--- config.mk ---
export PLATFORM = sky130hd
export DESIGN_NAME = videoTxUnit
export DESIGN_NICKNAME = d
export VERILOG_FILES = /design/src/logic/videoPkg.sv /design/src/logic/videoPixelGen.sv /design/src/logic/videoDma.sv /design/src/logic/videoPixelFifo.sv /design/src/logic/videoSyncGen.sv /design/src/logic/dutyGenerator.sv /design/src/logic/videoTxUnit.sv
export SDC_FILE = /design/constraint.sdc
export NUM_CORES = 2
export LEC_CHECK = 0
export ABC_CLOCK_PERIOD_IN_PS = 3650
export BUFFER_PORTS_ARGS = -buffer_cell sky130_fd_sc_hd__buf_4
export CAP_MARGIN = 20
export CORE_MARGIN = 3
export CORE_UTILIZATION = 47
export DETAILED_ROUTE_END_ITERATION = 7
export PLACE_DENSITY_LB_ADDON = 0.05
export SYNTH_ARGS = -nofsm -noshare
export SYNTH_HDL_FRONTEND = slang
export SYNTH_SLANG_ARGS = --single-unit
--- constraint.sdc ---
create_clock -name sClk -period 3.65 [get_ports sClk]
set_clock_uncertainty 0.1 [all_clocks]
set_input_delay 0.73 -clock sClk [delete_from_list [all_inputs] [get_ports sClk]]
set_output_delay 0.73 -clock sClk [all_outputs]
set_load 0.02 [all_outputs]
--- src/logic/videoPkg.sv ---
//------------------------------
// Shared geometry, depths and types of the video transmit path
// Imported by every stage of videoTxUnit
//------------------------------
package videoPkg;

	//------------------------------
	// Panel timing, counted in sClk cycles and lines
	//------------------------------
	localparam int hActive    = 16;
	localparam int hSyncStart = 18;
	localparam int hSyncEnd   = 20;
	localparam int hTotal     = 24;
	localparam int vActive    = 8;
	localparam int vSyncStart = 9;
	localparam int vSyncEnd   = 10;
	localparam int vTotal     = 11;

	// One whole active frame
	localparam int frameWords = 128;
	// Display side pixel FIFO
	localparam int fifoDepth  = 16;

	//------------------------------
	// Vector types
	//------------------------------
	// ARGB4444, alpha in the top nibble
	typedef logic [15:0] pixelT;
	typedef logic [3:0]  colorT;
	typedef logic [4:0]  hCountT;
	typedef logic [3:0]  vCountT;
	typedef logic [6:0]  fbAdrsT;
	// Holds 0 up to fifoDepth
	typedef logic [4:0]  creditT;
	typedef logic [7:0]  dutyT;

	// Owner of the frame buffer port in one cycle
	typedef enum logic [1:0] {opIdle, opWrite, opRead} dmaOpT;

endpackage

--- src/logic/videoPixelGen.sv ---
//------------------------------
// Raster test pattern source for the frame buffer DMA
// Alpha channel follows the scene fade controls
//------------------------------
module videoPixelGen import videoPkg::*;
(
	input  logic       sClk,
	input  logic       rst,
	input  logic       dmaEn,
	input  logic       sceneFadeIn,
	input  logic       sceneFadeOut,
	input  logic [6:0] sceneStep,
	input  logic       dmaFull,
	output pixelT      pixel,
	output logic       pixelWe,
	output logic       sceneAlphaMax,
	output logic       sceneAlphaMin
);

hCountT     x;
vCountT     y;
colorT      alpha;
logic [6:0] frameCnt;
logic       lastX;
logic       lastY;
logic       frameWrap;
logic       stepNow;

// Transfer whenever the DMA has room
assign pixelWe = dmaEn && !dmaFull;

assign lastX     = (x == hCountT'(hActive - 1));
assign lastY     = (y == vCountT'(vActive - 1));
// Last pixel of a generated frame goes out this cycle
assign frameWrap = pixelWe && lastX && lastY;
assign stepNow   = ((frameCnt + 7'd1) >= sceneStep);

//------------------------------
// Raster position
//------------------------------
always_ff @(posedge sClk)
begin
	if (rst)
	begin
		x <= '0;
		y <= '0;
	end
	else if (pixelWe)
	begin
		if (lastX)
		begin
			x <= '0;
			y <= lastY ? '0 : y + 1'b1;
		end
		else
			x <= x + 1'b1;
	end
end

//------------------------------
// Scene fade, one step per sceneStep frames
//------------------------------
always_ff @(posedge sClk)
begin
	if (rst)
	begin
		alpha    <= '0;
		frameCnt <= '0;
	end
	else if (frameWrap)
	begin
		if (stepNow)
		begin
			frameCnt <= '0;
			// Saturate at both ends
			if (sceneFadeIn && alpha != 4'hF)
				alpha <= alpha + 1'b1;
			else if (sceneFadeOut && alpha != 4'h0)
				alpha <= alpha - 1'b1;
		end
		else
			frameCnt <= frameCnt + 1'b1;
	end
end

assign sceneAlphaMax = (alpha == 4'hF);
assign sceneAlphaMin = (alpha == 4'h0);

// A | R = y | G = x | B = x ^ y
assign pixel = {alpha, colorT'(y), colorT'(x), colorT'(x) ^ colorT'(y)};

endmodule

--- src/logic/videoDma.sv ---
//------------------------------
// Frame buffer DMA between pixel generator and pixel FIFO
// One shared RAM port, read side throttled by FIFO credits
//------------------------------
module videoDma import videoPkg::*;
(
	input  logic  sClk,
	input  logic  rst,
	input  pixelT pixel,
	input  logic  pixelWe,
	input  logic  memRdy,
	input  logic  creditRet,
	output logic  dmaFull,
	output pixelT fifoWd,
	output logic  fifoWe
);

localparam int fillBits = $clog2(frameWords) + 1;

pixelT               fbRam [frameWords];
fbAdrsT              wrPtr;
fbAdrsT              rdPtr;
// Written words not yet scanned out
logic [fillBits-1:0] fillCount;
// First complete frame is in the RAM
logic                frameValid;
creditT              creditCnt;
// Holding slot for a pixel that lost arbitration
pixelT               inPixel;
logic                inValid;
dmaOpT               dmaOp;
logic                wrReq;
logic                rdReq;
pixelT               wrData;

// Stall the generator on a full RAM or a parked pixel
assign dmaFull = inValid || (fillCount == fillBits'(frameWords));

//------------------------------
// Requests and port arbiter
//------------------------------
always_comb
begin
	wrReq  = (inValid || pixelWe) && (fillCount < fillBits'(frameWords));
	wrData = inValid ? inPixel : pixel;
	// Read issued last cycle still owns a credit until its push
	rdReq  = frameValid && (creditCnt > creditT'(fifoWe));
end

always_comb
begin
	dmaOp = opIdle;
	if (memRdy)
	begin
		// Display side first
		if (rdReq)
			dmaOp = opRead;
		else if (wrReq)
			dmaOp = opWrite;
	end
end

//------------------------------
// Frame buffer RAM, registered read
//------------------------------
always_ff @(posedge sClk)
begin
	if (dmaOp == opWrite)
		fbRam[wrPtr] <= wrData;
	if (dmaOp == opRead)
		fifoWd <= fbRam[rdPtr];
end

// Park the incoming pixel
always_ff @(posedge sClk)
begin
	if (pixelWe && !inValid)
		inPixel <= pixel;
end

//------------------------------
// Pointers, occupancy and credits
//------------------------------
always_ff @(posedge sClk)
begin
	if (rst)
	begin
		inValid    <= 1'b0;
		wrPtr      <= '0;
		rdPtr      <= '0;
		fillCount  <= '0;
		frameValid <= 1'b0;
		creditCnt  <= creditT'(fifoDepth);
		fifoWe     <= 1'b0;
	end
	else
	begin
		if (dmaOp == opWrite)
			inValid <= 1'b0;
		else if (pixelWe)
			inValid <= 1'b1;

		if (dmaOp == opWrite)
		begin
			wrPtr     <= wrPtr + 1'b1;
			fillCount <= fillCount + 1'b1;
			if (wrPtr == fbAdrsT'(frameWords - 1))
				frameValid <= 1'b1;
		end

		// Scan keeps cycling the stored frame when the writer lags,
		// so the panel repeats old pixels instead of starving
		if (dmaOp == opRead)
		begin
			rdPtr <= rdPtr + 1'b1;
			if (fillCount != '0)
				fillCount <= fillCount - 1'b1;
		end

		// Push lands one cycle after the read
		fifoWe    <= (dmaOp == opRead);
		creditCnt <= creditCnt + creditT'(creditRet) - creditT'(fifoWe);
	end
end

endmodule

--- src/logic/videoPixelFifo.sv ---
//------------------------------
// Display side pixel FIFO, single clock
// Pops return a credit to the DMA, empty pops raise underrun
//------------------------------
module videoPixelFifo import videoPkg::*;
(
	input  logic  sClk,
	input  logic  rst,
	input  pixelT fifoWd,
	input  logic  fifoWe,
	input  logic  pixelPop,
	output pixelT rdPixel,
	output logic  creditRet,
	output logic  primed,
	output logic  underrun
);

localparam int ptrBits = $clog2(fifoDepth);

pixelT              mem [fifoDepth];
logic [ptrBits-1:0] wrPtr;
logic [ptrBits-1:0] rdPtr;
logic [ptrBits:0]   level;
// Pop that finds data
logic               popOk;

assign popOk = pixelPop && (level != '0);

//------------------------------
// Storage and read port
//------------------------------
always_ff @(posedge sClk)
begin
	if (fifoWe)
		mem[wrPtr] <= fifoWd;
	// Black on an empty pop
	if (pixelPop)
		rdPixel <= popOk ? mem[rdPtr] : '0;
end

//------------------------------
// Pointers, level and flags
//------------------------------
always_ff @(posedge sClk)
begin
	if (rst)
	begin
		wrPtr     <= '0;
		rdPtr     <= '0;
		level     <= '0;
		creditRet <= 1'b0;
		primed    <= 1'b0;
		underrun  <= 1'b0;
	end
	else
	begin
		if (fifoWe)
			wrPtr <= wrPtr + 1'b1;
		if (popOk)
			rdPtr <= rdPtr + 1'b1;
		level     <= level + fifoWe - popOk;
		// One credit per drained word
		creditRet <= popOk;
		// Sticky until reset
		if (level == (ptrBits + 1)'(fifoDepth))
			primed <= 1'b1;
		if (pixelPop && level == '0)
			underrun <= 1'b1;
	end
end

endmodule

--- src/logic/videoSyncGen.sv ---
//------------------------------
// Panel timing scan, started once the FIFO is primed
// Sync and de leave one register late, in step with rdPixel
//------------------------------
module videoSyncGen import videoPkg::*;
(
	input  logic sClk,
	input  logic rst,
	input  logic primed,
	output logic pixelPop,
	output logic hSync,
	output logic vSync,
	output logic de
);

hCountT hCount;
vCountT vCount;
logic   lineEnd;
logic   frameEnd;
logic   hSyncNow;
logic   vSyncNow;

assign lineEnd  = (hCount == hCountT'(hTotal - 1));
assign frameEnd = (vCount == vCountT'(vTotal - 1));

//------------------------------
// Scan counters
//------------------------------
always_ff @(posedge sClk)
begin
	// Parked at the frame origin until the FIFO fills
	if (rst || !primed)
	begin
		hCount <= '0;
		vCount <= '0;
	end
	else if (lineEnd)
	begin
		hCount <= '0;
		vCount <= frameEnd ? '0 : vCount + 1'b1;
	end
	else
		hCount <= hCount + 1'b1;
end

//------------------------------
// Position decode
//------------------------------
// Active area pops one pixel per clock
assign pixelPop = primed
	&& (hCount < hCountT'(hActive))
	&& (vCount < vCountT'(vActive));

assign hSyncNow = (hCount >= hCountT'(hSyncStart)) && (hCount < hCountT'(hSyncEnd));
assign vSyncNow = (vCount >= vCountT'(vSyncStart)) && (vCount < vCountT'(vSyncEnd));

// Match the FIFO read latency
always_ff @(posedge sClk)
begin
	if (rst)
	begin
		hSync <= 1'b0;
		vSync <= 1'b0;
		de    <= 1'b0;
	end
	else
	begin
		hSync <= hSyncNow;
		vSync <= vSyncNow;
		de    <= pixelPop;
	end
end

endmodule

--- src/logic/dutyGenerator.sv ---
//------------------------------
// Backlight PWM, 256 clock period
//------------------------------
module dutyGenerator import videoPkg::*;
(
	input  logic sClk,
	input  logic rst,
	input  dutyT blDuty,
	output logic pwm
);

// Free running period counter
dutyT phase;

always_ff @(posedge sClk)
begin
	if (rst)
	begin
		phase <= '0;
		pwm   <= 1'b0;
	end
	else
	begin
		phase <= phase + 1'b1;
		// High for blDuty counts out of 256
		pwm   <= (phase < blDuty);
	end
end

endmodule

--- src/logic/videoTxUnit.sv ---
//------------------------------
// TFT video transmit unit, top level
// Generator, frame buffer DMA, pixel FIFO, scan and backlight
//------------------------------
module videoTxUnit import videoPkg::*;
(
	input  logic       sClk,
	input  logic       rst,
	input  logic       dmaEn,
	input  logic       memRdy,
	input  logic       sceneFadeIn,
	input  logic       sceneFadeOut,
	input  logic [6:0] sceneStep,
	input  dutyT       blDuty,
	output colorT      tftColorR,
	output colorT      tftColorG,
	output colorT      tftColorB,
	output logic       tftHSync,
	output logic       tftVSync,
	output logic       tftDe,
	output logic       tftBackLight,
	output logic       sceneAlphaMax,
	output logic       sceneAlphaMin,
	output logic       underrun
);

// Generator to DMA
pixelT pixel;
logic  pixelWe;
logic  dmaFull;
// DMA to FIFO
pixelT fifoWd;
logic  fifoWe;
logic  creditRet;
// FIFO to scan
pixelT rdPixel;
logic  pixelPop;
logic  primed;

//------------------------------
// Pixel source and frame buffer
//------------------------------
videoPixelGen i_pixelGen (
	.sClk          (sClk),
	.rst           (rst),
	.dmaEn         (dmaEn),
	.sceneFadeIn   (sceneFadeIn),
	.sceneFadeOut  (sceneFadeOut),
	.sceneStep     (sceneStep),
	.dmaFull       (dmaFull),
	.pixel         (pixel),
	.pixelWe       (pixelWe),
	.sceneAlphaMax (sceneAlphaMax),
	.sceneAlphaMin (sceneAlphaMin)
);

videoDma i_dma (
	.sClk      (sClk),
	.rst       (rst),
	.pixel     (pixel),
	.pixelWe   (pixelWe),
	.memRdy    (memRdy),
	.creditRet (creditRet),
	.dmaFull   (dmaFull),
	.fifoWd    (fifoWd),
	.fifoWe    (fifoWe)
);

//------------------------------
// Display side
//------------------------------
videoPixelFifo i_fifo (
	.sClk      (sClk),
	.rst       (rst),
	.fifoWd    (fifoWd),
	.fifoWe    (fifoWe),
	.pixelPop  (pixelPop),
	.rdPixel   (rdPixel),
	.creditRet (creditRet),
	.primed    (primed),
	.underrun  (underrun)
);

videoSyncGen i_syncGen (
	.sClk     (sClk),
	.rst      (rst),
	.primed   (primed),
	.pixelPop (pixelPop),
	.hSync    (tftHSync),
	.vSync    (tftVSync),
	.de       (tftDe)
);

dutyGenerator i_blGen (
	.sClk   (sClk),
	.rst    (rst),
	.blDuty (blDuty),
	.pwm    (tftBackLight)
);

// Alpha nibble stops here
assign tftColorR = rdPixel[11:8];
assign tftColorG = rdPixel[7:4];
assign tftColorB = rdPixel[3:0];

endmodule

==> impl_metrics.ini <==
[cts]
cts_buffers = 188
clk_pin_slew_ns = 0.06
clock_path_buffers = 3
ctsRootBufferMaster = clkbuf_16
clock_sinks = 1851
htree_levels = 4
cts_tree = done
postCtsHoldBufs = 0
clkLatencyLatePin_ns = 0.81

[worst_setup_path]
crit_path_start = i_dma.rdPtr[1]
arrival_ns = 3.99
worstPathRequired_ns = 4.06
startpoint_type = flop
r2r_start = i_dma.rdPtr[1]
crit_type = reg -> reg
cp_max_fo = 76
end_kind = flop

[floorplan]
fp-row-count = 143
fp.dieW_um = 398
initial_core_util_pct = 47.5
io_pins = 40
core_mm2 = 0.152
die_area_mm2 = 0.159
die_h_um = 398

[finish]
drive_above_1_share_pct = 24.3
fillCellCount = 11800
final_common_cell = edfxtp_1
final_cell_mix = edfxtp_1, mux4_2, buf_4
area_growth_pct = 14.7
nNetsFinal = 4080
design_area_mm2 = 0.0831

[power_and_ir_drop]
power_density_mw_per_mm2 = 519
p_leak_nw = 26.3
ir_worst_vdd_mv = 0.399

[logic_synthesis]
post-synth-top-area-fraction_pct = 73.2
ys_warn_count = 0
synth.net_count = 3730
yosysTopAreaCell = edfxtp_1
yosysSeqAreaShare_pct = 75.6
avgSynthCellArea_um2 = 19.8
ys_ff_latch = 1851
synth_area_mm2 = 0.0724
synth_cell_type_count = 78
async_flop_share_pct = 0
synth_area_leaders = edfxtp_1, mux4_2, mux2i_1
netlist_instances = 3660
synth_edf_count = 1764
synthFlopType = edfxtp_1

[timing]
fmax_ghz = 0.279
slew_headroom_pct = 28.2
worstMarginPinSlew_ns = 1.07
rsz0062_at_grt = false
min_period_ns = 3.58
hold-worst-slack_ns = 0.0866
period_share_pct = 98.1
drv_slew = 0
setup_viol = 0
hold_viol_final = 0

[grt]
track_usage_pct = 23.8
first_global_vias = 38000
grt_max_degree = 129
antenna_found_initial = 5
grt-ovfl-total = 0
grt_first_pass_wirelength_um = 271000

[detailed_routing]
first_iter_violations = 3647
wl_um = 186000
wl_per_cell_um = 30.1
firstDrtPassIters = 6
via_per_inst = 5.96
vias = 36900
ant_nets = 0
drc = 0

[placement]
dp_hpwl_um = 117000
gp_congestion = 0.847
io_buffers = 39
dpl-instance-area_mm2 = 0.0770

[min_path]
hold_class = in -> reg
hp-start = memRdy

[flow_run]
cap_violations = 0

[outcome]
outcome = complete, no violations
==> cells by family after synthesis <==
group           Yosys count  share of synthesized area [%]
compound gates          358                           3.54
simple gates            515                           3.41
fa+ha+maj                49                          0.878
flops                  1851                           75.6
xor+xnor                 54                          0.653
mux                     590                           14.3
buf+inv                 243                           1.67
==> registers in the layout, indices dropped and copies added (netlist names), 4 cells and up <==
signal               count
i_dma.fifoWd            12
i_dma.creditCnt          5
i_dma.fillCount          8
i_dma.fbRam           1536
i_syncGen.hCount         5
i_blGen.phase            8
i_fifo.rdPixel          12
i_pixelGen.frameCnt      7
i_dma.rdPtr              7
i_dma.inPixel           12
i_fifo.wrPtr             4
i_syncGen.vCount         4
i_pixelGen.y             4
i_fifo.rdPtr             4
i_fifo.mem             192
i_dma.wrPtr              7
i_fifo.level             5
i_pixelGen.x             5
i_pixelGen.alpha         4
==> final cells by class <==
cell class,count,area [um^2],share of cell area [%]
multi-input combinational,1566,16600,20.0
clock inverter,98,822,0.990
antenna,1,2.50,0.00301
inverter,42,158,0.190
clock buffer,245,5100,6.14
timing repair buffer,361,3140,3.78
tap,2030,2540,3.06
sequential,1851,54700,65.9
==> path summary, 6_finish.rpt <==
check	to	slack (ns)	cells after the start
max	i_dma.fifoWd[10]	0.07	6
min	i_dma.inValid	0.09	2
min reg2reg	i_pixelGen.x[4]	0.36	2
max reg2reg	i_dma.fifoWd[10]	0.07	6
==> Yosys cell counts (all sizes together), types with 24 or more instances <==
master and n:
dfxtp 87, o21ai 24, a211oi 32, edfxtp 1764, a22oi 73, mux2i 223
inv 42, o221ai 28, nand3 51, ha 46, and2 32, a21oi 64
mux4 352, buf 112, nand2 81, xor2 34, o22ai 34, nor2 226
clkbuf 89
==> layer usage <==
layer | routed length (um) | track usage [%]
met1 | 79300 | 34.0
met2 | 90400 | 38.5
met3 | 12600 | 4.01
met4 | 3910 | 5.71
met5 | 13 | 0
==> worst max-delay path: stages, from the launching register on <==
cell	delay, ns
dfxtp_4	0.74
buf_12	0.47
mux4_2	0.40
mux2i_1	0.34
o22ai_1	0.38
nor4_4	0.54
a2bb2oi_1	0.22
==> through the flow <==
stage	worst slack [ns]	cells	power, mW	utilization (%)	TNS (ns)
after floorplan	0.453	3660	24.6	-	0
after global placement	-0.605	5842	25.0	50.5	-1.35
after detailed placement	-0.467	5843	25.1	50.5	-0.667
after CTS	0.00703	6186	43.5	54.4	0
after global routing	0.0246	6193	44.5	54.5	0
final	0.0683	6194	43.1	54.5	0
==> what timing repair did <==
item | CTS | global route
setup buffers | 0 | 6
endpoints found under the hold margin | 0 | 0
endpoints found under the setup margin | 3 | 65
resized for setup | 5 | 4
==> power by group <==
group	total (mW)	leakage [nW]	internal, mW	switching [mW]
Clock	18.5	2.90	10.8	7.77
Sequential	23.4	17.0	23.3	0.0975
Combinational	1.22	6.34	0.477	0.743
Note: power is estimated with default switching activity, not from simulation.
